`src/common/issue_pkg.sv`:
```
`default_nettype none

package issue_pkg;

    // Datapath and register file sizes
    localparam int xlen = 64;
    localparam int num_regs = 32;
    localparam int ls_offset_w = 12;

    typedef logic [xlen-1:0] xlen_t;
    typedef logic [$clog2(num_regs)-1:0] reg_idx_t;
    typedef logic [ls_offset_w-1:0] ls_offset_t;

    // Issue class of a decoded instruction
    typedef enum logic [1:0] {
        op_int   = 2'd0,
        op_load  = 2'd1,
        op_store = 2'd2,
        op_fence = 2'd3
    } op_type_e;

    typedef enum logic [1:0] {
        opr1_rs1  = 2'd0,
        opr1_pc   = 2'd1,
        opr1_zero = 2'd2
    } opr1_sel_e;

    typedef enum logic [1:0] {
        opr2_rs2  = 2'd0,
        opr2_imm  = 2'd1,
        opr2_four = 2'd2
    } opr2_sel_e;

    // Integer opcode, carried unchanged to the integer pipe
    typedef enum logic [3:0] {
        alu_add  = 4'd0,
        alu_sll  = 4'd1,
        alu_slt  = 4'd2,
        alu_sltu = 4'd3,
        alu_xor  = 4'd4,
        alu_srl  = 4'd5,
        alu_or   = 4'd6,
        alu_and  = 4'd7,
        alu_sub  = 4'd8,
        alu_sra  = 4'd9
    } alu_op_e;

    typedef enum logic [1:0] {
        mem_byte  = 2'd0,
        mem_half  = 2'd1,
        mem_word  = 2'd2,
        mem_dword = 2'd3
    } mem_width_e;

    // Which pipe will write a pending destination
    typedef enum logic [1:0] {
        owner_free = 2'd0,
        owner_int  = 2'd1,
        owner_ls   = 2'd2
    } reg_owner_e;

endpackage

`default_nettype wire
```
`src/issue/issue_unit.sv`:
```
`timescale 1ns/1ns
`default_nettype none

module issue_unit (
    input  wire                         clk,
    input  wire                         rst,
    input  wire                         pipe_flush,
    // Register file read ports
    output wire issue_pkg::reg_idx_t    rf_rsrc0,
    output wire issue_pkg::reg_idx_t    rf_rsrc1,
    input  wire issue_pkg::xlen_t       rf_rdata0,
    input  wire issue_pkg::xlen_t       rf_rdata1,
    // From decode
    input  wire issue_pkg::xlen_t       dec_ix_pc,
    input  wire issue_pkg::xlen_t       dec_ix_imm,
    input  wire issue_pkg::alu_op_e     dec_ix_op,
    input  wire                         dec_ix_option,
    input  wire                         dec_ix_wb_en,
    input  wire                         dec_ix_mem_sign,
    input  wire issue_pkg::op_type_e    dec_ix_op_type,
    input  wire issue_pkg::opr1_sel_e   dec_ix_operand1,
    input  wire issue_pkg::opr2_sel_e   dec_ix_operand2,
    input  wire issue_pkg::mem_width_e  dec_ix_mem_width,
    input  wire issue_pkg::reg_idx_t    dec_ix_rs1,
    input  wire issue_pkg::reg_idx_t    dec_ix_rs2,
    input  wire issue_pkg::reg_idx_t    dec_ix_rd,
    input  wire                         dec_ix_valid,
    output wire                         dec_ix_ready,
    // To integer pipe
    output wire issue_pkg::xlen_t       ix_ip_pc,
    output wire issue_pkg::xlen_t       ix_ip_operand1,
    output wire issue_pkg::xlen_t       ix_ip_operand2,
    output wire issue_pkg::reg_idx_t    ix_ip_dst,
    output wire issue_pkg::alu_op_e     ix_ip_op,
    output wire                         ix_ip_option,
    output wire                         ix_ip_wb_en,
    output wire                         ix_ip_valid,
    input  wire                         ix_ip_ready,
    // Forwarding sources
    input  wire issue_pkg::xlen_t       ip_ix_forwarding,
    input  wire issue_pkg::xlen_t       ip_wb_result,
    input  wire issue_pkg::xlen_t       lsp_wb_result,
    input  wire issue_pkg::reg_idx_t    ip_wb_dst,
    input  wire issue_pkg::reg_idx_t    lsp_wb_dst,
    input  wire                         ip_wb_wb_en,
    input  wire                         ip_wb_valid,
    input  wire                         lsp_wb_wb_en,
    input  wire                         lsp_wb_valid,
    input  wire                         lsp_ix_mem_busy,
    // To load/store pipe
    output wire issue_pkg::xlen_t       ix_lsp_pc,
    output wire issue_pkg::xlen_t       ix_lsp_base,
    output wire issue_pkg::xlen_t       ix_lsp_source,
    output wire issue_pkg::reg_idx_t    ix_lsp_dst,
    output wire issue_pkg::ls_offset_t  ix_lsp_offset,
    output wire                         ix_lsp_mem_sign,
    output wire                         ix_lsp_wb_en,
    output wire                         ix_lsp_valid,
    output wire issue_pkg::mem_width_e  ix_lsp_mem_width,
    input  wire                         ix_lsp_ready,
    // Final writeback
    input  wire                         wb_ix_active,
    input  wire issue_pkg::reg_idx_t    wb_ix_dst
);

    wire issue_pkg::reg_owner_e rs1_owner;
    wire issue_pkg::reg_owner_e rs2_owner;
    wire issue_pkg::reg_owner_e rd_owner;
    wire issue_pkg::xlen_t operand1_value;
    wire issue_pkg::xlen_t operand2_value;
    wire operands_ready;
    wire issue_int;
    wire issue_ls;

    assign rf_rsrc0 = dec_ix_rs1;
    assign rf_rsrc1 = dec_ix_rs2;

    reg_scoreboard i_scoreboard (
        .rs1   (dec_ix_rs1),
        .rs2   (dec_ix_rs2),
        .rd    (dec_ix_rd),
        .wb_en (dec_ix_wb_en),
        .*
    );

    operand_bypass i_bypass (
        .rs1 (dec_ix_rs1),
        .rs2 (dec_ix_rs2),
        .*
    );

    issue_select i_select (
        .*
    );

endmodule

`default_nettype wire

```
`src/issue/issue_select.sv`:
```
`timescale 1ns/1ns
`default_nettype none

module issue_select (
    input  wire                         clk,
    input  wire                         rst,
    input  wire                         pipe_flush,
    input  wire issue_pkg::xlen_t       dec_ix_pc,
    input  wire issue_pkg::xlen_t       dec_ix_imm,
    input  wire issue_pkg::alu_op_e     dec_ix_op,
    input  wire                         dec_ix_option,
    input  wire                         dec_ix_wb_en,
    input  wire                         dec_ix_mem_sign,
    input  wire issue_pkg::op_type_e    dec_ix_op_type,
    input  wire issue_pkg::mem_width_e  dec_ix_mem_width,
    input  wire issue_pkg::reg_idx_t    dec_ix_rd,
    input  wire                         dec_ix_valid,
    output wire                         dec_ix_ready,
    input  wire issue_pkg::xlen_t       operand1_value,
    input  wire issue_pkg::xlen_t       operand2_value,
    input  wire                         operands_ready,
    input  wire issue_pkg::reg_owner_e  rd_owner,
    input  wire                         wb_ix_active,
    input  wire issue_pkg::reg_idx_t    wb_ix_dst,
    input  wire                         ix_ip_ready,
    input  wire                         ix_lsp_ready,
    input  wire                         lsp_ix_mem_busy,
    input  wire                         lsp_wb_valid,
    input  wire                         lsp_wb_wb_en,
    output wire                         issue_int,
    output wire                         issue_ls,
    // Integer pipe output stage
    output issue_pkg::xlen_t            ix_ip_pc,
    output issue_pkg::xlen_t            ix_ip_operand1,
    output issue_pkg::xlen_t            ix_ip_operand2,
    output issue_pkg::reg_idx_t         ix_ip_dst,
    output issue_pkg::alu_op_e          ix_ip_op,
    output logic                        ix_ip_option,
    output logic                        ix_ip_wb_en,
    output logic                        ix_ip_valid,
    // Load/store pipe output stage
    output issue_pkg::xlen_t            ix_lsp_pc,
    output issue_pkg::xlen_t            ix_lsp_base,
    output issue_pkg::xlen_t            ix_lsp_source,
    output issue_pkg::reg_idx_t         ix_lsp_dst,
    output issue_pkg::ls_offset_t       ix_lsp_offset,
    output logic                        ix_lsp_mem_sign,
    output logic                        ix_lsp_wb_en,
    output logic                        ix_lsp_valid,
    output issue_pkg::mem_width_e       ix_lsp_mem_width
);

    wire issue_common = dec_ix_valid && operands_ready && !pipe_flush;

    // A pending load result on rd would land after the integer write
    wire rd_freed_now = wb_ix_active && (wb_ix_dst == dec_ix_rd);
    wire waw_int = (rd_owner == issue_pkg::owner_ls) && !rd_freed_now;

    wire is_int = (dec_ix_op_type == issue_pkg::op_int);
    wire is_mem = (dec_ix_op_type == issue_pkg::op_load) ||
                  (dec_ix_op_type == issue_pkg::op_store);
    wire is_fence = (dec_ix_op_type == issue_pkg::op_fence);

    assign issue_int = issue_common && ix_ip_ready && !waw_int && is_int;
    assign issue_ls  = issue_common && ix_lsp_ready && is_mem;

    // Fence retires in place once no memory access is left in flight
    wire ls_drained = !ix_lsp_valid && !lsp_ix_mem_busy && !(lsp_wb_valid && lsp_wb_wb_en);
    wire fence_done = dec_ix_valid && is_fence && ls_drained;

    wire stall = dec_ix_valid && !(issue_int || issue_ls || fence_done) && !pipe_flush;
    assign dec_ix_ready = !rst && !stall;

    always_ff @(posedge clk) begin
        if (rst) begin
            ix_ip_valid <= 1'b0;
        end else if (issue_int) begin
            ix_ip_valid <= 1'b1;
        end else if (ix_ip_ready || pipe_flush) begin
            ix_ip_valid <= 1'b0;
        end
    end

    always_ff @(posedge clk) begin
        if (rst) begin
            ix_lsp_valid <= 1'b0;
        end else if (issue_ls) begin
            ix_lsp_valid <= 1'b1;
        end else if (ix_lsp_ready || pipe_flush) begin
            ix_lsp_valid <= 1'b0;
        end
    end

    always_ff @(posedge clk) begin
        if (issue_int) begin
            ix_ip_pc       <= dec_ix_pc;
            ix_ip_operand1 <= operand1_value;
            ix_ip_operand2 <= operand2_value;
            ix_ip_dst      <= dec_ix_rd;
            ix_ip_op       <= dec_ix_op;
            ix_ip_option   <= dec_ix_option;
            ix_ip_wb_en    <= dec_ix_wb_en;
        end
    end

    // Operand 1 is the address base, operand 2 the store data
    always_ff @(posedge clk) begin
        if (issue_ls) begin
            ix_lsp_pc        <= dec_ix_pc;
            ix_lsp_base      <= operand1_value;
            ix_lsp_source    <= operand2_value;
            ix_lsp_dst       <= dec_ix_rd;
            ix_lsp_offset    <= dec_ix_imm[issue_pkg::ls_offset_w-1:0];
            ix_lsp_mem_sign  <= dec_ix_mem_sign;
            ix_lsp_wb_en     <= dec_ix_wb_en;
            ix_lsp_mem_width <= dec_ix_mem_width;
        end
    end

endmodule

`default_nettype wire

```
`src/issue/operand_bypass.sv`:
```
`timescale 1ns/1ns
`default_nettype none

module operand_bypass (
    input  wire issue_pkg::xlen_t       rf_rdata0,
    input  wire issue_pkg::xlen_t       rf_rdata1,
    input  wire issue_pkg::reg_idx_t    rs1,
    input  wire issue_pkg::reg_idx_t    rs2,
    input  wire issue_pkg::reg_owner_e  rs1_owner,
    input  wire issue_pkg::reg_owner_e  rs2_owner,
    input  wire issue_pkg::xlen_t       dec_ix_pc,
    input  wire issue_pkg::xlen_t       dec_ix_imm,
    input  wire issue_pkg::opr1_sel_e   dec_ix_operand1,
    input  wire issue_pkg::opr2_sel_e   dec_ix_operand2,
    input  wire                         ix_ip_valid,
    input  wire                         ix_ip_ready,
    input  wire                         ix_ip_wb_en,
    input  wire issue_pkg::reg_idx_t    ix_ip_dst,
    input  wire issue_pkg::xlen_t       ip_ix_forwarding,
    input  wire issue_pkg::reg_idx_t    ip_wb_dst,
    input  wire issue_pkg::xlen_t       ip_wb_result,
    input  wire                         ip_wb_wb_en,
    input  wire                         ip_wb_valid,
    input  wire issue_pkg::reg_idx_t    lsp_wb_dst,
    input  wire issue_pkg::xlen_t       lsp_wb_result,
    input  wire                         lsp_wb_wb_en,
    input  wire                         lsp_wb_valid,
    output issue_pkg::xlen_t            operand1_value,
    output issue_pkg::xlen_t            operand2_value,
    output logic                        operands_ready
);

    // Integer result leaving the output stage this cycle
    wire ip_ex_active  = ix_ip_valid && ix_ip_ready && ix_ip_wb_en;
    wire ip_wb_active  = ip_wb_valid && ip_wb_wb_en;
    wire lsp_wb_active = lsp_wb_valid && lsp_wb_wb_en;

    for (genvar g = 0; g < 2; g++) begin : src
        wire issue_pkg::reg_idx_t idx = (g == 0) ? rs1 : rs2;
        wire issue_pkg::xlen_t rdata = (g == 0) ? rf_rdata0 : rf_rdata1;
        wire issue_pkg::reg_owner_e owner = (g == 0) ? rs1_owner : rs2_owner;
        issue_pkg::xlen_t value;
        logic ready;

        always_comb begin
            ready = (owner == issue_pkg::owner_free);
            value = rdata;
            // Youngest producer is checked last
            if (ip_wb_active && (ip_wb_dst == idx)) begin
                ready = 1'b1;
                value = ip_wb_result;
            end
            if (ip_ex_active && (ix_ip_dst == idx)) begin
                ready = 1'b1;
                value = ip_ix_forwarding;
            end
            if (lsp_wb_active && (lsp_wb_dst == idx)) begin
                ready = 1'b1;
                value = lsp_wb_result;
            end
            // x0 wins over any forwarded write to it
            if (idx == '0) begin
                ready = 1'b1;
                value = '0;
            end
        end
    end

    always_comb begin
        case (dec_ix_operand1)
            issue_pkg::opr1_rs1:  operand1_value = src[0].value;
            issue_pkg::opr1_pc:   operand1_value = dec_ix_pc;
            issue_pkg::opr1_zero: operand1_value = '0;
            default:              operand1_value = '0;
        endcase

        case (dec_ix_operand2)
            issue_pkg::opr2_rs2:  operand2_value = src[1].value;
            issue_pkg::opr2_imm:  operand2_value = dec_ix_imm;
            issue_pkg::opr2_four: operand2_value = issue_pkg::xlen_t'(4);
            default:              operand2_value = '0;
        endcase
    end

    // Unselected register sources never hold up issue
    always_comb begin
        operands_ready = ((dec_ix_operand1 != issue_pkg::opr1_rs1) || src[0].ready) &&
                         ((dec_ix_operand2 != issue_pkg::opr2_rs2) || src[1].ready);
    end

endmodule

`default_nettype wire

```
`src/issue/reg_scoreboard.sv`:
```
`timescale 1ns/1ns
`default_nettype none

module reg_scoreboard (
    input  wire                         clk,
    input  wire                         rst,
    input  wire                         pipe_flush,
    input  wire issue_pkg::reg_idx_t    rs1,
    input  wire issue_pkg::reg_idx_t    rs2,
    input  wire issue_pkg::reg_idx_t    rd,
    input  wire                         issue_int,
    input  wire                         issue_ls,
    input  wire                         wb_en,
    input  wire                         wb_ix_active,
    input  wire issue_pkg::reg_idx_t    wb_ix_dst,
    output issue_pkg::reg_owner_e       rs1_owner,
    output issue_pkg::reg_owner_e       rs2_owner,
    output issue_pkg::reg_owner_e       rd_owner
);

    // x0 is never written, so it has no entry
    issue_pkg::reg_owner_e owner_table [1:issue_pkg::num_regs-1];

    // Destination claimed in the previous cycle, undone on a flush
    issue_pkg::reg_idx_t cancel_idx;

    assign rs1_owner = (rs1 == '0) ? issue_pkg::owner_free : owner_table[rs1];
    assign rs2_owner = (rs2 == '0) ? issue_pkg::owner_free : owner_table[rs2];
    assign rd_owner  = (rd == '0) ? issue_pkg::owner_free : owner_table[rd];

    // Later assignments win: writeback free, then issue claim, then flush cancel
    always_ff @(posedge clk) begin
        if (rst) begin
            for (int i = 1; i < issue_pkg::num_regs; i++) begin
                owner_table[i] <= issue_pkg::owner_free;
            end
            cancel_idx <= '0;
        end else begin
            if (wb_ix_active && (wb_ix_dst != '0)) begin
                owner_table[wb_ix_dst] <= issue_pkg::owner_free;
            end

            if (issue_int || issue_ls) begin
                if (wb_en) begin
                    if (rd != '0) begin
                        owner_table[rd] <= issue_int ? issue_pkg::owner_int
                                                     : issue_pkg::owner_ls;
                    end
                    cancel_idx <= rd;
                end else begin
                    // Nothing to undo for an instruction without a destination
                    cancel_idx <= '0;
                end
            end

            // Only the instruction issued one cycle before the flush is in reach
            if (pipe_flush && (cancel_idx != '0)) begin
                owner_table[cancel_idx] <= issue_pkg::owner_free;
            end
        end
    end

endmodule

`default_nettype wire

```
`config.mk`:
```
export PLATFORM = sky130hd
export DESIGN_NAME = issue_unit
export DESIGN_NICKNAME = d
export VERILOG_FILES = /design/src/common/issue_pkg.sv /design/src/issue/issue_unit.sv /design/src/issue/issue_select.sv /design/src/issue/operand_bypass.sv /design/src/issue/reg_scoreboard.sv
export SDC_FILE = /design/constraint.sdc
export NUM_CORES = 1
export LEC_CHECK = 0
export BUFFER_PORTS_ARGS = -buffer_cell sky130_fd_sc_hd__buf_2
export CELL_PAD_IN_SITES_DETAIL_PLACEMENT = 1
export CELL_PAD_IN_SITES_GLOBAL_PLACEMENT = 2
export CORE_AREA = 2 2 365 367
export CTS_CLUSTER_DIAMETER = 200
export DETAILED_ROUTE_END_ITERATION = 8
export DIE_AREA = 0 0 367 369
export GPL_TIMING_DRIVEN = 0
export PLACE_DENSITY = 0.55
export REMOVE_ABC_BUFFERS = 1
export SYNTH_ARGS = -nofsm -noshare
export SYNTH_HDL_FRONTEND = slang
export SYNTH_SLANG_ARGS = --single-unit
```
`constraint.sdc`:
```
create_clock -name clk -period 25.5 [get_ports clk]
set_input_delay 3.825 -clock clk [delete_from_list [all_inputs] [get_ports clk]]
set_output_delay 3.825 -clock clk [all_outputs]
set_load 0.05 [all_outputs]
```
Word-level counts from Yosys, hierarchy flattened
Memory sizes are Yosys's and may differ from the RTL's.
Index checks and enable logic that the tools add are counted.
Widths: inputs -> output; s select.
{ "word_totals": {"ff_bits": 423, "ram_bits": 62, "output_inout_bits": 429, "elab_cells": 145, "memories": 1} }
{ "mem_list": {"columns": ["name", "depth", "word_bits", "read_ports", "rd_ports_with_merged_regs", "wr", "line_no", "rtl"], "rows": [
  ["i_scoreboard.owner_table", 31, 2, 3, 0, 31, "reg_scoreboard.sv:22", "issue_pkg::reg_owner_e owner_table [1:issue_pkg::num_regs-1];"]
]} }
{ "op_classes": {"n_eq_ne": 14, "muxes": 49, "n_reduce_logical": 63} }
{ "op_table": {"columns": ["operator", "n"], "rows": [
  ["$mux 64", 8],
  ["$pmux 64 s3", 1],
  ["$pmux 64 s2", 1],
  ["$eq 5x5->1", 7],
  ["$logic_and 1x1->1", 29],
  ["$mux 1", 28],
  ["$mux 5", 4],
  ["$logic_not 5->1", 3],
  ["$reduce_bool 5->1", 3],
  ["$mux 2", 7],
  ["$logic_not 2->1", 5],
  ["$logic_not 1->1", 9],
  ["$eq 2x2->1 const B", 4],
  ["$reduce_bool 2->1", 4],
  ["$logic_or 1x1->1", 7],
  ["$eq 2x1->1 const B", 3],
  ["$reduce_or 2->1", 3]
]} }

Longest topological paths before layout
{ "logic_depth": {"ltp_word": 21, "mapped_depth": 11, "depth_no_buf": 8} }

By module
A second synthesis with hierarchy kept.
{ "unflattened": {"cells_unflattened": 1725, "area_unflattened_um2": 22801.9} }
{ "modules_own_cells": {"columns": ["mod", "n_inst", "cells_per_inst", "area_per_inst_um2", "seq_area_each_um2"], "rows": [
  ["issue_select", 1, 447, 12739.7, 12532.0],
  ["reg_scoreboard", 1, 584, 5049.8, 1381.3],
  ["operand_bypass", 1, 684, 4937.2, 0.0],
  ["issue_unit", 1, 10, 75.1, 0.0]
]} }

Worst setup path before layout
No wires, ideal clock.
{ "synth_timing": {"path_type": "in2reg", "start": "in dec_ix_rs1[1]", "end": "reg i_select.ix_ip_dst[0] (enable)", "setup_time_ns": 0.590, "arrival_ns": 10.017, "required_time_ns": 24.910, "slack_ns": 14.894, "cell_stages": 8, "path_buffers": 2, "cell_sequence": "buf_2 -> buf_2 -> nor3_1 -> a21oi_1 -> a2111oi_0 -> a31oi_1 -> a41oi_2 -> and3_1"} }
{ "synth_via": {"elab_chain_cells": 14} }
{ "synth_lines": {"columns": ["item", "line_no", "rtl"], "rows": [
  ["start: declaration", "issue_unit.sv:24", "input wire issue_pkg::reg_idx_t dec_ix_rs1,"],
  ["$mem_v2 31x2 or $logic_not 5->1 (tied branches)", null, null],
  ["$mux 2", "reg_scoreboard.sv:27", "assign rs1_owner = (rs1 == '0) ? issue_pkg::owner_free : owner_table[rs1];"],
  ["$logic_not 2->1", "operand_bypass.sv:46", "ready = (owner == issue_pkg::owner_free);"],
  ["$mux 1", "operand_bypass.sv:49", "if (ip_wb_active && (ip_wb_dst == idx)) begin"],
  ["$mux 1", "operand_bypass.sv:53", "if (ip_ex_active && (ix_ip_dst == idx)) begin"],
  ["$mux 1", "operand_bypass.sv:57", "if (lsp_wb_active && (lsp_wb_dst == idx)) begin"],
  ["$mux 1 *", "operand_bypass.sv:62", "if (idx == '0) begin"],
  ["$logic_or 1x1->1 *", "operand_bypass.sv:87", "operands_ready = ((dec_ix_operand1 != issue_pkg::opr1_rs1) || src[0].ready) &&"],
  ["$logic_and 1x1->1 *", "operand_bypass.sv:87", null],
  ["$logic_and 1x1->1 * (2 in a row)", "issue_select.sv:53", "wire issue_common = dec_ix_valid && operands_ready && !pipe_flush;"],
  ["$logic_and 1x1->1 * (3 in a row)", "issue_select.sv:64", "assign issue_int = issue_common && ix_ip_ready && !waw_int && is_int;"],
  ["net i_scoreboard.issue_int", "reg_scoreboard.sv:11", "input wire issue_int,"],
  ["end signal: assignment", "issue_select.sv:99", "ix_ip_dst <= dec_ix_rd;"],
  ["end: declaration", "issue_select.sv:36", "output issue_pkg::reg_idx_t ix_ip_dst,"]
]} }
Mark *: on every way through the listed nets, which the timed path passes. The rest lies on a longest branch.
A chain may end at the register's enable or synchronous reset.

Worst setup path after layout
{ "layout_timing": {"start": "in dec_ix_rs1[1]", "end": "out dec_ix_ready"} }
{ "layout_via": {"elab_chain_cells": 21} }
{ "layout_lines": {"columns": ["item", "line_no", "rtl"], "rows": [
  ["$mem_v2 31x2 or $logic_not 5->1 (tied branches)", null, null],
  ["$mux 2", "reg_scoreboard.sv:27", null],
  ["$logic_not 2->1", "operand_bypass.sv:46", null],
  ["$mux 1", "operand_bypass.sv:49", null],
  ["$mux 1", "operand_bypass.sv:53", null],
  ["$mux 1", "operand_bypass.sv:57", null],
  ["$mux 1 *", "operand_bypass.sv:62", null],
  ["$logic_or 1x1->1 *", "operand_bypass.sv:87", null],
  ["$logic_and 1x1->1 *", "operand_bypass.sv:87", null],
  ["$logic_and 1x1->1 * (2 in a row)", "issue_select.sv:53", null],
  ["$logic_and 1x1->1 (3 in a row)", "issue_select.sv:64", null],
  ["$logic_or 1x1->1 * (2 in a row)", "issue_select.sv:71", "wire stall = dec_ix_valid && !(issue_int || issue_ls || fence_done) && !pipe_flush;"],
  ["$logic_not 1->1 *", "issue_select.sv:71", null],
  ["$logic_and 1x1->1 * (2 in a row)", "issue_select.sv:71", null],
  ["$logic_not 1->1 *", "issue_select.sv:72", "assign dec_ix_ready = !rst && !stall;"],
  ["$logic_and 1x1->1 *", "issue_select.sv:72", null],
  ["end: declaration", "issue_unit.sv:28", "output wire dec_ix_ready,"]
]} }
Mark *: on every way between the ends. The rest lies on a longest branch, timed or not.

==> run_results.csv <==
group,metric,value,unit
logic_synthesis,ys_ff_latch,487,
floorplanning,row_count,133,
sta,rsz0062_at_grt,"false",
pwr,vdd_ir_drop_max,0.0000372,V
setup_path,cp_num_buf_inv,3,
logic_synthesis,synth.distinct_cells,62,
logic_synthesis,synthXorXnorAreaFrac,0.0132,
clock_tree,cts_tree,"built",
grt,gr-total-overflow,0,
min_path,hold_depth,2,
place,dp.cells,4556,
clock_tree,tritoncts.num_buffers,66,
clock_tree,cts_setup_buffers,0,
sta,hold_viol_final,0,
logic_synthesis,synth_area_leaders,"edfxtp_1 62%, mux2i_1 5.9%, a211oi_1 4.6%",
clock_tree,htree_levels,3,
place,io_buffers,933,
clock_tree,clock_latency,0.66,ns
finish,drive_above_1_share,0.390,
sta,slew_viol_final,0,
setup_path,cp_slowest_cell,"nand4_1",
grt,first_global_vias,21000,
sta,setup_ws,13.82,ns
routing,wl_per_cell,30.0,um
pwr,internal_power,0.00151,W
logic_synthesis,muxShareOfSynthArea,0.0646,
clock_tree,clock_path_buffers,3,
logic_synthesis,netlist_area,23200,sq um
setup_path,worstSetupPathDepth,10,
grt,grt_first_pass_wirelength,187000,um
finish,instances_no_fill,4705,
pwr,p_leak,13.0,nW
setup_path,cp.required,21.67,ns
sta,worstMarginPinSlew,1.28,ns
floorplanning,die_w,367,um
setup_path,cp_max_fo,36,
logic_synthesis,synth-compound-area-share,0.140,
place,hpwl,113000,um
logic_synthesis,synth_flop_cell,"edfxtp_1",
sta,fmax,85.6,MHz
logic_synthesis,async_flop_share,0,
routing,drt_iter0_markers,1480,
floorplanning,die-area,135000,sq um
sta,whs,0.482,ns
floorplanning,fp.coreArea,131000,sq um
logic_synthesis,synth_edf_count,480,
floorplanning,start_util,0.177,
setup_path,cp-start-kind,"input pin",
logic_synthesis,synth_top_family_by_area,"compound AO/OA/AOI/OAI gates",
sta,maxSlewHeadroom,0.138,
routing,vias_per_cell,4.43,
finish,final_common_cell,"buf_2",
routing,drt_pass1_iterations,5,
sta,clock_skew,0.0380,ns
routing,ant_nets,0,
routing,drt-total-wl,141000,um
finish,syn2layout_area_growth,41.1,%
sta,period_needed,11.68,ns
sta,period_share,0.458,
logic_synthesis,yosysSeqAreaShare,0.629,
pwr,cellPowerDensity,63.4,nW/um^2
setup_path,reg2regPathDepth,8,
routing,num_vias,20800,
pwr,total_power,0.00207,W
place,pre_cts_ws,13.79,ns
logic_synthesis,synth_top_area_frac,0.623,
pwr,pwr-share-seq,0.437,
clock_tree,cts_hold_buf,0,
routing,drt-met1-wl,53600,um
pwr,p_clk_frac,0.447,
clock_tree,cts_sinks,487,
logic_synthesis,yosysWarnings,0,
setup_path,arrival,7.85,ns
finish,nFillCells,15000,
setup_path,end_kind,"primary output",
job,max-cap-violations,0,
floorplanning,die_h,369,um
setup_path,crit_chain,"buf_2, xor2_1, nor4_1, nand4_1, buf_8, nor4b_1, a41oi_2, nand3_4, a21oi_1, buf_2",
routing,wl_met2,70300,um
logic_synthesis,synth_fa_ha_area_frac,0.00108,
logic_synthesis,syn_avg_cell_area,11.8,sq um
setup_path,critical_path_class,"input pin to primary output",
min_path,hold_path_class,"register to register",
routing,route.met3.wl,11500,um
grt,grt_max_degree,75,
logic_synthesis,synthSimpleGateAreaFrac,0.119,
run_status,status,"finished, final reports clean",
grt,track_usage,0.202,
finish,nNetsFinal,3376,
sta,setup_viol,0,
pwr,power_frac_comb,0.116,
floorplanning,pin_count,934,
pwr,switchingPower,0.000557,W
clock_tree,ctsResizeCount,0,
logic_synthesis,syn_inst,1958,
finish,final_cell_mix,"933 x buf_2, 480 x edfxtp_1, 242 x nor2_1, 153 x a21oi_1, 144 x nand2_1",
place,gp_congestion,0.866,
setup_path,cpPeakStageDelay,0.66,ns
setup_path,path_common_cell,"buf_2",
grt,antenna_found_initial,110,
finish,utilization,0.249,
setup_path,path_delay_family,"simple AND/OR/NAND/NOR gates",
pwr,swShare,0.269,
routing,topRoutingLayerUsed,"met5",
routing,drc,0,
logic_synthesis,yosysTopAreaCell,"edfxtp_1",
clock_tree,cts-root-buf,"clkbuf_16",
clock_tree,clkTransAtPathRegs,0.05,ns
-- worst min-delay path: cells and delay by family, from the launching register on --
kind	cells	cell delay (ns)
AO/OA/AOI/OAI	1	0.05
flip-flops	1	0.32
AND/OR/NAND/NOR	1	0.06
-- cell type report --
cell class                 count  area, sq um  share of cell area
antenna                       33         82.6             0.00253
clock buffer                  78         1730              0.0529
clock inverter                38          369              0.0113
inverter                      14         60.1             0.00184
multi-input combinational   1300         7920               0.242
sequential                   487        14600               0.445
tap                         1755         2200              0.0672
timing repair buffer        1000         5760               0.176
-- kinds of logic (layout without fill, tap and decap cells) --
group | Yosys count | count (layout)
AO/OA/AOI/OAI | 512 | 512
XOR/XNOR | 35 | 35
adder cells (fa/ha/maj) | 2 | 2
buffers and inverters | 174 | 1130
flip-flops | 487 | 487
multiplexers | 142 | 142
other | 1 | 37
AND/OR/NAND/NOR | 605 | 605
-- stage by stage --
| step | TNS (ns) | area [sq um] |
|---|---|---|
| finish | 0 | 32700 |
| global route | 0 | 32600 |
| CTS | 0 | 32600 |
| detailed placement | 0 | 30500 |
| global placement | -1894.40 | 29300 |
| floorplan | 0 | 22400 |
-- sequential cells by signal (all words and copies together) (netlist names), 12 cells and up --
name	flops
i_select.ix_ip_pc	64
i_select.ix_lsp_source	64
i_scoreboard.owner_table	64
i_select.ix_ip_operand2	64
i_select.ix_ip_operand1	64
i_select.ix_lsp_base	64
i_select.ix_lsp_offset	12
i_select.ix_lsp_pc	64
-- Yosys cell counts (all sizes together), types with 5 or more instances --
cell	number
nand4	9
nor3	81
edfxtp	480
dfxtp	7
mux4	6
inv	14
and2	18
buf	52
mux2i	136
a2111oi	7
nor3b	5
xnor2	18
clkbuf	108
o311ai	7
o31ai	38
a21oi	153
nor4	6
nand2b	14
xor2	17
nand3b	15
nand3	39
a32oi	6
a211oi	143
nand2	144
nor2b	15
nor2	243
o21ai	136
-- final timing paths --
path	slack (ns)	end	from
max reg2reg	20.77	i_select.ix_lsp_source[8]	i_scoreboard.owner_table[26][0]
max	13.82	dec_ix_ready	dec_ix_rs1[1]
min	0.48	i_select.ix_lsp_valid	i_select.ix_lsp_valid
min reg2reg	0.48	i_select.ix_lsp_valid	i_select.ix_lsp_valid
-- routing by layer --
metal,up-vias,GRT usage
met5,-,0
met4,50,0.0850
met3,273,0.0649
met2,859,0.351
met1,10400,0.226
li1,9286,-
-- power groups by stage --
stage	sequential [W]	clock [W]	combinational, W
2_1_floorplan	0.000959	0	0.0000729
3_3_place_gp	0.000927	0	0.000238
3_5_place_dp	0.000922	0	0.000243
4_1_cts	0.000906	0.000951	0.000243
5_1_grt	0.000907	0.000979	0.000257
6_report	0.000906	0.000926	0.000240
No activity file was read; power rests on OpenSTA's default activity.
